## config.mk

```make
export PLATFORM = sky130hd
export DESIGN_NAME = sdram_ctrl_top
export DESIGN_NICKNAME = d
export VERILOG_FILES = /design/src/source/sdram_pkg.sv /design/src/source/sdram_req_sel.sv /design/src/source/sdram_cmd_seq.sv /design/src/source/sdram_rd_capture.sv /design/src/source/sdram_ctrl_top.sv
export SDC_FILE = /design/constraint.sdc
export NUM_CORES = 1
export LEC_CHECK = 0
export ABC_AREA = 1
export BUFFER_PORTS_ARGS = -buffer_cell sky130_fd_sc_hd__buf_2
export CORE_MARGIN = 2
export CORE_UTILIZATION = 24
export DETAILED_ROUTE_END_ITERATION = 12
export GPL_TIMING_DRIVEN = 0
export PLACE_DENSITY = 0.43
export SYNTH_ARGS = -nofsm -noshare
export SYNTH_HDL_FRONTEND = slang
export SYNTH_SLANG_ARGS = --single-unit
```

## constraint.sdc

```tcl
create_clock -name clk -period 3 [get_ports clk]
set_input_delay 0.3 -clock clk [delete_from_list [all_inputs] [get_ports clk]]
set_output_delay 0.3 -clock clk [all_outputs]
set_load 0.05 [all_outputs]
```

## src/source/sdram_pkg.sv

```systemverilog
/*
 * shared SDRAM controller definitions
 * command, slot-kind and sequencer-state enums, CAS latency, mode bits, refresh idle count
 */
`default_nettype none

package sdram_pkg;

    // {ncs, nras, ncas, nwe}
    typedef enum logic [3:0] {
        LOAD_MODE   = 4'b0000,
        AUTOREFRESH = 4'b0001,
        PRECHARGE   = 4'b0010,
        ACTIVATE    = 4'b0011,
        WRITE       = 4'b0100,
        READ        = 4'b0101,
        NOP         = 4'b0111,
        INHIBIT     = 4'b1000
    } sdram_cmd_e;

    typedef enum logic [1:0] {
        SLOT_READ,
        SLOT_WRITE,
        SLOT_REFRESH,
        SLOT_MODE
    } slot_kind_e;

    typedef enum logic [3:0] {
        INIT_WAIT, INIT_PRE, INIT_REF, INIT_MODE, INIT_PRE2, // power-up
        IDLE, ACT, RW, WAIT1, CAP1, CAP2                     // slots
    } seq_state_e;

    localparam int CAS_LAT = 2;

    // single-location writes, sequential, burst field left at 0 (one word)
    localparam logic [12:0] MODE_BASE = {3'b000, 1'b1, 2'b00, 3'(CAS_LAT), 1'b0, 3'b000};

    localparam int REFRESH_IDLE = 3; // idle cycles before a refresh slot

endpackage

`default_nettype wire

```

## src/source/sdram_req_sel.sv

```systemverilog
/*
 * request selection stage
 * loader strobe capture, downloading edge detect, idle refresh counter,
 * slot priority and game ack
 */
`timescale 1ns/1ps
`default_nettype none

module sdram_req_sel #(
    parameter int ADDR_W = 22
) (
    input  wire                       clk,
    input  wire                       rst,
    input  wire                       read_req,    // level, held until ack
    input  wire  [ADDR_W-1:0]         sdram_addr,
    input  wire                       refresh_en,
    input  wire                       downloading,
    input  wire                       prog_we,     // one-cycle strobe
    input  wire  [ADDR_W-1:0]         prog_addr,
    input  wire  [7:0]                prog_data,
    input  wire  [1:0]                prog_mask,
    input  wire                       seq_idle,
    input  wire                       init_busy,
    output logic                      sdram_ack,
    output logic                      slot_go,
    output sdram_pkg::slot_kind_e     slot_kind,
    output logic [ADDR_W-1:0]         slot_addr,
    output logic [7:0]                slot_data,
    output logic [1:0]                slot_mask
);

    localparam int RC_W = $clog2(sdram_pkg::REFRESH_IDLE + 1);

    logic                  dl_last;     // downloading one cycle ago
    logic                  mode_pend;
    logic                  mode_burst;  // 1 = burst of two
    logic                  wr_pend;
    logic [ADDR_W-1:0]     wr_addr;
    logic [7:0]            wr_data;
    logic [1:0]            wr_mask;
    logic [RC_W-1:0]       idle_cnt;
    logic                  prog_hit;
    logic                  can_go;
    logic                  want_read;
    logic                  want_ref;
    logic                  grant;
    sdram_pkg::slot_kind_e grant_kind;

    assign prog_hit  = prog_we && downloading && !init_busy;
    assign can_go    = seq_idle && !slot_go && !init_busy; // slot_go covers the idle cycle it leaves
    // a falling downloading edge must reprogram the burst before any game access
    assign want_read = read_req && !downloading && !dl_last;
    assign want_ref  = refresh_en && !downloading;

    // priority: mode, load write, game read, refresh
    always_comb begin
        grant      = 1'b0;
        grant_kind = sdram_pkg::SLOT_REFRESH;
        if (can_go) begin
            if (mode_pend) begin
                grant      = 1'b1;
                grant_kind = sdram_pkg::SLOT_MODE;
            end else if (wr_pend) begin
                grant      = 1'b1;
                grant_kind = sdram_pkg::SLOT_WRITE;
            end else if (want_read) begin
                grant      = 1'b1;
                grant_kind = sdram_pkg::SLOT_READ;
            end else if (want_ref && idle_cnt == RC_W'(sdram_pkg::REFRESH_IDLE)) begin
                grant      = 1'b1;
            end
        end
    end

    always_ff @(posedge clk) begin
        if (prog_hit) begin  // no back-pressure, loader keeps its spacing
            wr_addr <= prog_addr;
            wr_data <= prog_data;
            wr_mask <= prog_mask;
        end
        if (grant) begin
            slot_data <= wr_data;
            slot_mask <= wr_mask;
            if (grant_kind == sdram_pkg::SLOT_WRITE)
                slot_addr <= wr_addr;
            else if (grant_kind == sdram_pkg::SLOT_READ)
                slot_addr <= sdram_addr;
            else
                slot_addr <= ADDR_W'(mode_burst); // bit 0 carries the new burst length
        end
    end

    always_ff @(posedge clk or posedge rst) begin
        if (rst) begin
            dl_last    <= 1'b0;
            mode_pend  <= 1'b0;
            mode_burst <= 1'b1;
            wr_pend    <= 1'b0;
            idle_cnt   <= '0;
            slot_go    <= 1'b0;
            slot_kind  <= sdram_pkg::SLOT_REFRESH;
            sdram_ack  <= 1'b0;
        end else begin
            dl_last   <= downloading;
            slot_go   <= grant;
            sdram_ack <= slot_go && slot_kind == sdram_pkg::SLOT_READ; // one cycle after go
            if (grant)
                slot_kind <= grant_kind;
            if (grant && grant_kind == sdram_pkg::SLOT_MODE)
                mode_pend <= 1'b0;
            if (grant && grant_kind == sdram_pkg::SLOT_WRITE)
                wr_pend <= 1'b0;
            // set after clear, a new event wins over the grant of an old one
            if (downloading != dl_last) begin
                mode_pend  <= 1'b1;
                mode_burst <= !downloading; // burst 1 while loading
            end
            if (prog_hit)
                wr_pend <= 1'b1;
            // consecutive idle cycles with refresh allowed
            if (can_go && want_ref && !grant)
                idle_cnt <= idle_cnt + 1'b1;
            else
                idle_cnt <= '0;
        end
    end

endmodule

`default_nettype wire

```

## src/source/sdram_cmd_seq.sv

```systemverilog
/*
 * command sequencing stage
 * power-up sequence, slot FSM, command/address/mask/write-data pins,
 * capture pulses for the read stage
 */
`timescale 1ns/1ps
`default_nettype none

module sdram_cmd_seq #(
    parameter int ADDR_W    = 22,
    parameter int INIT_WAIT = 5000
) (
    input  wire                         clk,
    input  wire                         rst,
    input  wire                         slot_go,
    input  wire sdram_pkg::slot_kind_e  slot_kind,  // held by stage 1 for the whole slot
    input  wire  [ADDR_W-1:0]           slot_addr,
    input  wire  [7:0]                  slot_data,
    input  wire  [1:0]                  slot_mask,
    output logic                        seq_idle,
    output logic                        init_busy,
    output logic                        burst_two,
    output sdram_pkg::sdram_cmd_e       sdram_cmd,
    output logic [12:0]                 sdram_a,
    output logic [1:0]                  sdram_dqm,  // {dqmh, dqml}
    output logic [15:0]                 dq_out,
    output logic                        dq_oe,
    output logic                        cap_first,
    output logic                        cap_second
);

    // power-up step lengths, command cycle included (20 in total)
    localparam int T_PRE  = 3;
    localparam int T_REF  = 11;  // trfc
    localparam int T_MODE = 3;
    localparam int T_PRE2 = 3;

    // NOP cycles after the slot command
    localparam int WR_NOPS   = 3;  // write recovery + auto precharge
    localparam int REF_NOPS  = 3;
    localparam int MODE_NOPS = 2;

    localparam int CNT_W = $clog2(INIT_WAIT + 16);

    sdram_pkg::seq_state_e state;
    logic [CNT_W-1:0]      wait_cnt;
    logic                  is_write;

    assign seq_idle = (state == sdram_pkg::IDLE);
    assign is_write = (slot_kind == sdram_pkg::SLOT_WRITE);

    // write data, byte copied to both halves; mask picks the lane
    always_ff @(posedge clk) begin
        if (state == sdram_pkg::ACT && is_write)
            dq_out <= {slot_data, slot_data};
    end

    always_ff @(posedge clk or posedge rst) begin
        if (rst) begin
            state      <= sdram_pkg::INIT_WAIT;
            wait_cnt   <= CNT_W'(INIT_WAIT - 1);
            init_busy  <= 1'b1;
            burst_two  <= 1'b0;
            sdram_cmd  <= sdram_pkg::NOP;
            sdram_a    <= '0;
            sdram_dqm  <= '0;
            dq_oe      <= 1'b0;
            cap_first  <= 1'b0;
            cap_second <= 1'b0;
        end else begin
            sdram_cmd  <= sdram_pkg::NOP; // default every cycle
            dq_oe      <= 1'b0;
            cap_first  <= 1'b0;
            cap_second <= 1'b0;
            case (state)
                sdram_pkg::INIT_WAIT, sdram_pkg::INIT_PRE, sdram_pkg::INIT_REF,
                sdram_pkg::INIT_MODE, sdram_pkg::INIT_PRE2: begin
                    if (wait_cnt != '0) begin
                        wait_cnt <= wait_cnt - 1'b1;
                    end else begin
                        case (state)
                            sdram_pkg::INIT_WAIT: begin
                                state     <= sdram_pkg::INIT_PRE;
                                sdram_cmd <= sdram_pkg::PRECHARGE;
                                sdram_a   <= 13'h0400; // a10, all banks
                                wait_cnt  <= CNT_W'(T_PRE - 1);
                            end
                            sdram_pkg::INIT_PRE: begin
                                state     <= sdram_pkg::INIT_REF;
                                sdram_cmd <= sdram_pkg::AUTOREFRESH;
                                wait_cnt  <= CNT_W'(T_REF - 1);
                            end
                            sdram_pkg::INIT_REF: begin
                                state     <= sdram_pkg::INIT_MODE;
                                sdram_cmd <= sdram_pkg::LOAD_MODE;
                                sdram_a   <= sdram_pkg::MODE_BASE | 13'd1; // burst 2
                                burst_two <= 1'b1;
                                wait_cnt  <= CNT_W'(T_MODE - 1);
                            end
                            sdram_pkg::INIT_MODE: begin
                                state     <= sdram_pkg::INIT_PRE2;
                                sdram_cmd <= sdram_pkg::PRECHARGE;
                                sdram_a   <= 13'h0400;
                                wait_cnt  <= CNT_W'(T_PRE2 - 1);
                            end
                            default: begin // end of INIT_PRE2
                                state     <= sdram_pkg::IDLE;
                                init_busy <= 1'b0;
                            end
                        endcase
                    end
                end
                sdram_pkg::IDLE: begin
                    if (slot_go) begin
                        case (slot_kind)
                            sdram_pkg::SLOT_MODE: begin
                                sdram_cmd <= sdram_pkg::LOAD_MODE;
                                sdram_a   <= sdram_pkg::MODE_BASE | {12'd0, slot_addr[0]};
                                burst_two <= slot_addr[0];
                                wait_cnt  <= CNT_W'(MODE_NOPS - 1);
                                state     <= sdram_pkg::WAIT1;
                            end
                            sdram_pkg::SLOT_REFRESH: begin
                                sdram_cmd <= sdram_pkg::AUTOREFRESH;
                                wait_cnt  <= CNT_W'(REF_NOPS - 1);
                                state     <= sdram_pkg::WAIT1;
                            end
                            default: begin  // read or write opens the row
                                sdram_cmd <= sdram_pkg::ACTIVATE;
                                sdram_a   <= slot_addr[9 +: 13];
                                state     <= sdram_pkg::ACT;
                            end
                        endcase
                    end
                end
                sdram_pkg::ACT: begin
                    // column command, a10 set for auto precharge
                    sdram_a <= {2'b00, 1'b1, 1'b0, slot_addr[8:0]};
                    state   <= sdram_pkg::RW;
                    if (is_write) begin
                        sdram_cmd <= sdram_pkg::WRITE;
                        sdram_dqm <= slot_mask;  // set bit keeps the byte
                        dq_oe     <= 1'b1;
                        wait_cnt  <= CNT_W'(WR_NOPS - 1);
                    end else begin
                        sdram_cmd <= sdram_pkg::READ;
                        sdram_dqm <= 2'b00;
                        wait_cnt  <= CNT_W'(sdram_pkg::CAS_LAT - 2); // cas delay before capture
                    end
                end
                sdram_pkg::RW: begin
                    sdram_dqm <= 2'b00;
                    state     <= sdram_pkg::WAIT1;
                end
                sdram_pkg::WAIT1: begin
                    if (wait_cnt != '0) begin
                        wait_cnt <= wait_cnt - 1'b1;
                    end else if (slot_kind == sdram_pkg::SLOT_READ) begin
                        cap_first <= 1'b1;  // first word on dq next cycle
                        state     <= sdram_pkg::CAP1;
                    end else begin
                        state <= sdram_pkg::IDLE;
                    end
                end
                sdram_pkg::CAP1: begin
                    cap_second <= burst_two; // no second word with burst 1
                    state      <= sdram_pkg::CAP2;
                end
                default: begin  // CAP2
                    state <= sdram_pkg::IDLE;
                end
            endcase
        end
    end

endmodule

`default_nettype wire

```

## src/source/sdram_rd_capture.sv

```systemverilog
/*
 * read capture stage
 * samples dq on the capture pulses, builds the 32-bit word, data_rdy pulse
 */
`timescale 1ns/1ps
`default_nettype none

module sdram_rd_capture (
    input  wire         clk,
    input  wire         rst,
    input  wire  [15:0] dq_in,
    input  wire         cap_first,   // dq holds word 0
    input  wire         cap_second,  // dq holds word 1
    output logic [31:0] data_read,
    output logic        data_rdy
);

    logic [15:0] first_q;  // low half waiting for its partner

    // data path, output only changes together with data_rdy
    always_ff @(posedge clk) begin
        if (cap_first)
            first_q <= dq_in;
        if (cap_second)
            data_read <= {dq_in, first_q}; // second word in the high half
    end

    // pulse lands on the cycle after the second sample
    always_ff @(posedge clk or posedge rst) begin
        if (rst)
            data_rdy <= 1'b0;
        else
            data_rdy <= cap_second;
    end

endmodule

`default_nettype wire

```

## src/source/sdram_ctrl_top.sv

```systemverilog
/*
 * SDRAM controller top level
 * request selection, command sequencing and read capture in pipeline order
 */
`timescale 1ns/1ps
`default_nettype none

module sdram_ctrl_top #(
    parameter int INIT_WAIT = 5000,  // power-up wait in cycles
    parameter int ADDR_W    = 22
) (
    input  wire                        clk,
    input  wire                        rst,
    // game
    input  wire                        read_req,
    input  wire  [ADDR_W-1:0]          sdram_addr,
    input  wire                        refresh_en,
    output wire  [31:0]                data_read,
    output wire                        data_rdy,
    output wire                        sdram_ack,
    // loader
    input  wire                        downloading,
    input  wire                        prog_we,
    input  wire  [ADDR_W-1:0]          prog_addr,
    input  wire  [7:0]                 prog_data,
    input  wire  [1:0]                 prog_mask,
    output wire                        init_busy,
    // SDRAM pins, dq split into in/out/enable
    output wire sdram_pkg::sdram_cmd_e sdram_cmd,
    output wire  [12:0]                sdram_a,
    output wire  [1:0]                 sdram_dqm,
    output wire  [15:0]                dq_out,
    output wire                        dq_oe,
    input  wire  [15:0]                dq_in
);

    wire                        seq_idle;
    wire                        slot_go;
    wire sdram_pkg::slot_kind_e slot_kind;
    wire [ADDR_W-1:0]           slot_addr;
    wire [7:0]                  slot_data;
    wire [1:0]                  slot_mask;
    wire                        cap_first;
    wire                        cap_second;

    sdram_req_sel #(
        .ADDR_W      (ADDR_W)
    ) u_req_sel (
        .clk         (clk),
        .rst         (rst),
        .read_req    (read_req),
        .sdram_addr  (sdram_addr),
        .refresh_en  (refresh_en),
        .downloading (downloading),
        .prog_we     (prog_we),
        .prog_addr   (prog_addr),
        .prog_data   (prog_data),
        .prog_mask   (prog_mask),
        .seq_idle    (seq_idle),
        .init_busy   (init_busy),
        .sdram_ack   (sdram_ack),
        .slot_go     (slot_go),
        .slot_kind   (slot_kind),
        .slot_addr   (slot_addr),
        .slot_data   (slot_data),
        .slot_mask   (slot_mask)
    );

    sdram_cmd_seq #(
        .ADDR_W     (ADDR_W),
        .INIT_WAIT  (INIT_WAIT)
    ) u_cmd_seq (
        .clk        (clk),
        .rst        (rst),
        .slot_go    (slot_go),
        .slot_kind  (slot_kind),
        .slot_addr  (slot_addr),
        .slot_data  (slot_data),
        .slot_mask  (slot_mask),
        .seq_idle   (seq_idle),
        .init_busy  (init_busy),
        .burst_two  (),           // current burst length, used inside the sequencer
        .sdram_cmd  (sdram_cmd),
        .sdram_a    (sdram_a),
        .sdram_dqm  (sdram_dqm),
        .dq_out     (dq_out),
        .dq_oe      (dq_oe),
        .cap_first  (cap_first),
        .cap_second (cap_second)
    );

    sdram_rd_capture u_rd_capture (
        .clk        (clk),
        .rst        (rst),
        .dq_in      (dq_in),
        .cap_first  (cap_first),
        .cap_second (cap_second),
        .data_read  (data_read),
        .data_rdy   (data_rdy)
    );

endmodule

`default_nettype wire

```

# ---- Yosys cells after proc, flatten, opt, wreduce, memory -nomap -nowiden
# Cells that the tools add are included.
dict set report op_classes {
  bitwise_logic 2
  eq_ne 26
  muxes 54
  add_sub_neg 2
  reduce_logical 39
}
# op n
set op_table {}
lappend op_table {{13-bit case mux with 2 select lines} 4}
lappend op_table {{13-bit 2-to-1 mux} 5}
lappend op_table {{13-bit case mux with 4 select lines} 1}
lappend op_table {{22-bit 2-to-1 mux} 2}
lappend op_table {{13-bit case mux with 3 select lines} 1}
lappend op_table {{4-bit 2-to-1 mux} 7}
lappend op_table {{4-bit case mux with 6 select lines} 1}
lappend op_table {{1-bit 2-to-1 mux} 20}
lappend op_table {{4-bit by 3-bit == test with 1-bit output, second input constant} 4}
lappend op_table {{5-bit AND reduction} 3}
lappend op_table {{1-bit logical AND} 14}
lappend op_table {{2-bit 2-to-1 mux} 7}
lappend op_table {{13-bit nonzero test} 1}
lappend op_table {{13-bit by 1-bit subtractor with 13-bit output, second input constant} 1}
lappend op_table {{3-bit case mux with 4 select lines} 1}
lappend op_table {{4-bit case mux with 3 select lines} 1}
lappend op_table {{3-bit case mux with 3 select lines} 1}
lappend op_table {{2-bit == test, second input constant} 4}
lappend op_table {{4-bit by 2-bit == test with 1-bit output, second input constant} 2}
lappend op_table {{4-bit == test, second input constant} 2}
lappend op_table {{2-bit != test, second input constant} 4}
lappend op_table {{2-bit case mux with 2 select lines} 2}
lappend op_table {{2-bit nonzero test} 4}
lappend op_table {{2-bit by 1-bit != test with 1-bit output, second input constant} 3}
lappend op_table {{other kinds (19)} 28}
dict set report totals {
  register_bits 180
  elab_cells 151
}

# ---- Logic depth before layout (Yosys ltp)
dict set report logic_depth {
  word_depth 11
  ltp_mapped 12
}

# ---- Modules after synthesis
# Synthesis repeated with hierarchy kept, for this count alone.
dict set report unflattened {
  cells_unflattened 623
  area_unflattened_um2 7108.1
}
# module area_per_inst_um2 instances cells_each seq_area_each_um2
set modules_own_cells {}
lappend modules_own_cells {sdram_cmd_seq 2895.3 1 382 1255.0}
lappend modules_own_cells {sdram_req_sel 2742.6 1 191 2174.6}
lappend modules_own_cells {sdram_rd_capture 1470.2 1 50 1466.4}

# ---- Worst setup path before layout
# No wires, ideal clock.
dict set report synth_path {
  path_kind {flip-flop to flip-flop}
  from {register u_cmd_seq.init_busy}
  to {register u_req_sel.wr_addr[0] (enable)}
  setup_time_ps 421
  path_slack_ps 680
  period_less_slack_ps 2320
  t_arrival_ps 1899
  n_path_buf 0
  stages_incl_launch_ff 2
  cell_sequence {dfstp_2 nor2_1}
}
dict set report synth_between {
  elab_chain_cells 2
}
# element line
set synth_lines {}
lappend synth_lines {{from (decl)} sdram_cmd_seq.sv:21} ;# output logic init_busy,
lappend synth_lines {{from (signal assigned)} sdram_cmd_seq.sv:62} ;# init_busy <= 1'b1;
lappend synth_lines {{from (signal assigned)} sdram_cmd_seq.sv:108} ;# init_busy <= 1'b0;
lappend synth_lines {{1-bit zero test} sdram_req_sel.sv:49} ;# assign prog_hit = prog_we && downloading && !init_busy;
lappend synth_lines {{1-bit logical AND} sdram_req_sel.sv:49}
lappend synth_lines {{named net u_req_sel.prog_hit} sdram_req_sel.sv:42} ;# logic prog_hit;
lappend synth_lines {{to (signal assigned)} sdram_req_sel.sv:77} ;# wr_addr <= prog_addr;
lappend synth_lines {{to (decl)} sdram_req_sel.sv:38} ;# logic [ADDR_W-1:0] wr_addr;
# The timed path passes the listed nets, and every way through them passes these cells.
# A chain may end at the register's enable or synchronous reset.

# ---- Final worst setup path
dict set report layout_path {
  from {register u_cmd_seq.state[1]}
  to {register u_req_sel.slot_mask[0] (enable)}
}
dict set report layout_between {
  elab_chain_cells 4
}
# element line
set layout_lines {}
lappend layout_lines {{from (decl)} sdram_cmd_seq.sv:45} ;# sdram_pkg::seq_state_e state;
lappend layout_lines {{from (signal assigned)} sdram_cmd_seq.sv:60} ;# state <= sdram_pkg::INIT_WAIT;
lappend layout_lines {{from (signal assigned)} sdram_cmd_seq.sv:83} ;# state <= sdram_pkg::INIT_PRE;
lappend layout_lines {{from (signal assigned)} sdram_cmd_seq.sv:89} ;# state <= sdram_pkg::INIT_REF;
lappend layout_lines {{4-bit by 3-bit == test with 1-bit output} sdram_cmd_seq.sv:49} ;# assign seq_idle = (state == sdram_pkg::IDLE);
lappend layout_lines {{1-bit logical AND (2 in a row)} sdram_req_sel.sv:50} ;# assign can_go = seq_idle && !slot_go && !init_busy;
lappend layout_lines {{1-bit 2-to-1 mux} sdram_req_sel.sv:59} ;# if (can_go) begin
lappend layout_lines {{named net u_req_sel.grant} sdram_req_sel.sv:46} ;# logic grant;
lappend layout_lines {{to (signal assigned)} sdram_req_sel.sv:83} ;# slot_mask <= wr_mask;
lappend layout_lines {{to (decl)} sdram_req_sel.sv:29} ;# output logic [1:0] slot_mask
# The timed path passes the listed nets, and every way through them passes these cells.

==> impl_metrics.yaml <==
timing:
  setup_tns_ns: 0
  hold_viol_final: 0
  min_period_ns: 2.16
  rsz0062_at_grt: "false"
  worst_slack_ns: 0.838
  relSlewSlack_pct: 48.1
  maxSlewViolCount: 0
  hold_ws_ns: 0.0280
  finalCritPeriodShare_pct: 72.1
  fmax_ghz: 0.463
  worstMarginPinSlew_ns: 0.777
  finalClockSkew_ns: 0.0151
  setup-violations-final: 0
global_route:
  grt_pass1_wl_mm: 25.4
  use_met3_pct: 2.74
  antenna_found_initial: 0
  grt_pass1_vias: 4628
  top_usage_layer: "met2"
  grt_overflow: 0
  use_met1_pct: 14.5
  track_usage_pct: 10.8
  grt_max_degree: 35
  use_met2_pct: 16.6
cts:
  cts.path.max_buffers: 2
  tritoncts: "done"
  clock-sinks: 171
  path_clk_slew_ns: 0.07
  cts_max_level: 4
  clkLatencyLatePin_ns: 0.44
  cts-root-buf: "clkbuf_16"
  cts_buffers: 17
finish:
  syn_to_final_growth_pct: 27.6
  nFillCells: 2959
  drive_gt1_share_pct: 30.3
  regArea_sq_um: 4900
  fin_util_pct: 31.1
  multi_input_area_sq_um: 1800
  final_area_sq_um: 8960
  nNetsFinal: 868
  fin_cells: 1187
critical_path:
  path_class: "flip-flop to flip-flop"
  critPathMaxFanout: 34
  path_delay_family: "buffers and inverters"
  cp.required_ns: 3.07
  cp_cell_sequence: "inv_2 > nand2_4 > nor2_8 > nand2_8 > nor2_8 > nand2_1 > inv_2"
  cp-end-kind: "flip-flop"
  critPathLaunchType: "flip-flop"
  cp_num_buf_inv: 2
  slowest_stage: "inv_2"
  slowest_delay_ns: 0.58
  worstPathArrival_ns: 2.23
placed_design:
  placed_cell_area_sq_um: 8300
  gp_congestion: 0.830
  placedCellCount: 1153
  hpwlAfterDp_mm: 11.1
  pre_cts_ws_ns: 0.774
  portBuffers: 145
run:
  drv_cap: 0
power_and_ir_drop:
  seq_power_share_pct: 40.6
  internal-power_mw: 4.79
  sw_frac_of_total_pct: 36.7
  ir_drop_mv: 0.430
  p_clk_share_pct: 31.7
  p_per_area_nw_per_um2: 845
  power_mw: 7.57
  p_sw_mw: 2.78
  leakage_nw: 3.99
  power_frac_comb_pct: 27.7
synthesis:
  synth_area_sq_um: 7020
  synthArstFlopShare_pct: 29.8
  ys_warn_count: 0
  synth_mux_area_share_pct: 0
  ys_seq_elements: 171
  syn-num-nets: 700
  synth_xor_area_share_pct: 0.499
  ys.flop_type: "edfxtp_1"
  synth_top_area_share_pct: 51.3
  synthAdderAreaFrac_pct: 0.535
  netlist_instances: 621
  ys_seq_area_share_pct: 69.7
  synthTopCellsByCount: "nand2_1 (231), edfxtp_1 (120), nor2_1 (40)"
  yosys.area.top_type: "edfxtp_1"
  synth_edf_count: 120
  yosysUniqueCellTypes: 40
  avgSynthCellArea_sq_um: 11.3
  synth-compound-area-share_pct: 3.15
  synthTopCellsByArea: "edfxtp_1 (51%), dfrtp_1 (14%), nand2_1 (12%)"
  synthSimpleGateAreaFrac_pct: 21.2
  synth.most_common_cell: "nand2_1"
  synth_top_family_by_area: "simple AND/OR/NAND/NOR gates"
routing:
  drtPass1Iterations: 4
  wl_per_cell_um: 13.4
  drtAntennaViolNets: 0
  vias_per_cell: 3.94
  routed_wl_mm: 15.9
  num_vias: 4678
  drcViolationCount: 0
  drt_first_iter_violations: 316
floorplanning:
  start_util_pct: 24.4
  pin_count: 147
  die_w_um: 175
  rows: 62
  core_area_sq_um: 28800
  die_y_um: 175
  fp.dieArea_sq_um: 30600
min_path:
  hold_path.class: "primary input to flip-flop"
status:
  outcome: "complete, no violations"
-- worst paths after layout --
| check | from | to | slack (ns) | depth (start not counted) |
|---|---|---|---|---|
| hold reg to reg | u_rd_capture.first_q[15]$_DFFE_PP_ | u_rd_capture.data_read[15]$_DFFE_PP_ | 0.41 | 0 |
| setup / recovery | u_cmd_seq.state[1]$_DFFE_PP0P_ | u_req_sel.slot_mask[0]$_DFFE_PP_ | 0.84 | 7 |
| hold / removal | downloading | u_req_sel.dl_last$_DFF_PP0_ | 0.03 | 1 |
| setup reg to reg | u_cmd_seq.state[1]$_DFFE_PP0P_ | u_req_sel.slot_mask[0]$_DFFE_PP_ | 0.84 | 7 |
| min in group asynchronous | rst | u_cmd_seq.sdram_a[7]$_DFFE_PP0P_ | 0.49 | 3 |
| max in group asynchronous | rst | u_cmd_seq.wait_cnt[9]$_DFFE_PP1P_ | 1.85 | 4 |
-- cell families after synthesis --
group           count (synthesis)
buf+inv                        66
fa+ha+maj                       3
simple gates                  340
other cells                     1
flops                         171
compound gates                 36
xor+xnor                        4
-- placed cells by master (no fill, tap or decap), drive strengths merged --
master and count:
nand2 238, buf 169, edfxtp 120, nor2 49, inv 49, nand3 40
dfrtp 38, o21ai 23, clkbuf 19, dfstp 13, nand4 9, clkinv 7
a21oi 6, xor2 3, ha 3, a32o 2, bufinv 2, nor3 2
diode 1, a31oi 1, nand3b 1, o21bai 1, and3 1, o22ai 1
o32ai 1, o221ai 1, xnor2 1, conb 1, dlygate4sd3 1
-- worst reg2reg max path, stage by stage, from the launching register on --
cell	delay (ns)
dfrtp_1	0.46
inv_2	0.15
nand2_4	0.10
nor2_8	0.19
nand2_8	0.10
nor2_8	0.12
nand2_1	0.09
inv_2	0.58
-- layer usage --
layer  wire length, um  part of all wire (%)  vias to the layer above
met5                 0                     0                        -
met4               194                   1.2                        0
met3               783                   4.9                       10
met2              7280                    46                      127
met1              7590                    48                     2144
li1                  -                     -                     2397
-- state kept, by name, indices dropped and copies added (netlist names), 4 cells and up --
signal and flops:
u_cmd_seq.dq_out 8, u_cmd_seq.sdram_a 13, u_cmd_seq.state 4, u_cmd_seq.wait_cnt 13
u_rd_capture.data_read 32, u_rd_capture.first_q 16, u_req_sel.slot_addr 22, u_req_sel.slot_data 8
u_req_sel.wr_addr 22, u_req_sel.wr_data 8
-- power groups by stage --
stage / Combinational [mW] / Clock [mW] / Sequential, mW
floorplan: 1.28 / 0 / 3.38
global placement: 2.12 / 0 / 3.13
detailed placement: 2.13 / 0 / 3.12
CTS: 2.13 / 2.47 / 3.08
global route: 2.38 / 2.57 / 3.11
finish: 2.10 / 2.40 / 3.07
-- what timing repair did --
| item | CTS | global route |
|---|---|---|
| setup endpoints to repair | 0 | 0 |
| buffers inserted | 0 | 0 |
| gates resized for setup | 0 | 0 |
| hold endpoints to repair | 19 | 0 |
| hold buffers | 1 | 0 |
-- final cells by class --
class / instances / area share [%]
sequential: 171 / 54.7
multi-input combinational: 384 / 20.1
timing repair buffer: 149 / 8.87
tap: 384 / 5.36
clock buffer: 17 / 4.75
clock inverter: 15 / 2.47
buffer: 23 / 2.00
inverter: 43 / 1.80
antenna: 1 / 0.0279
Power figures use the tool's default switching activity.
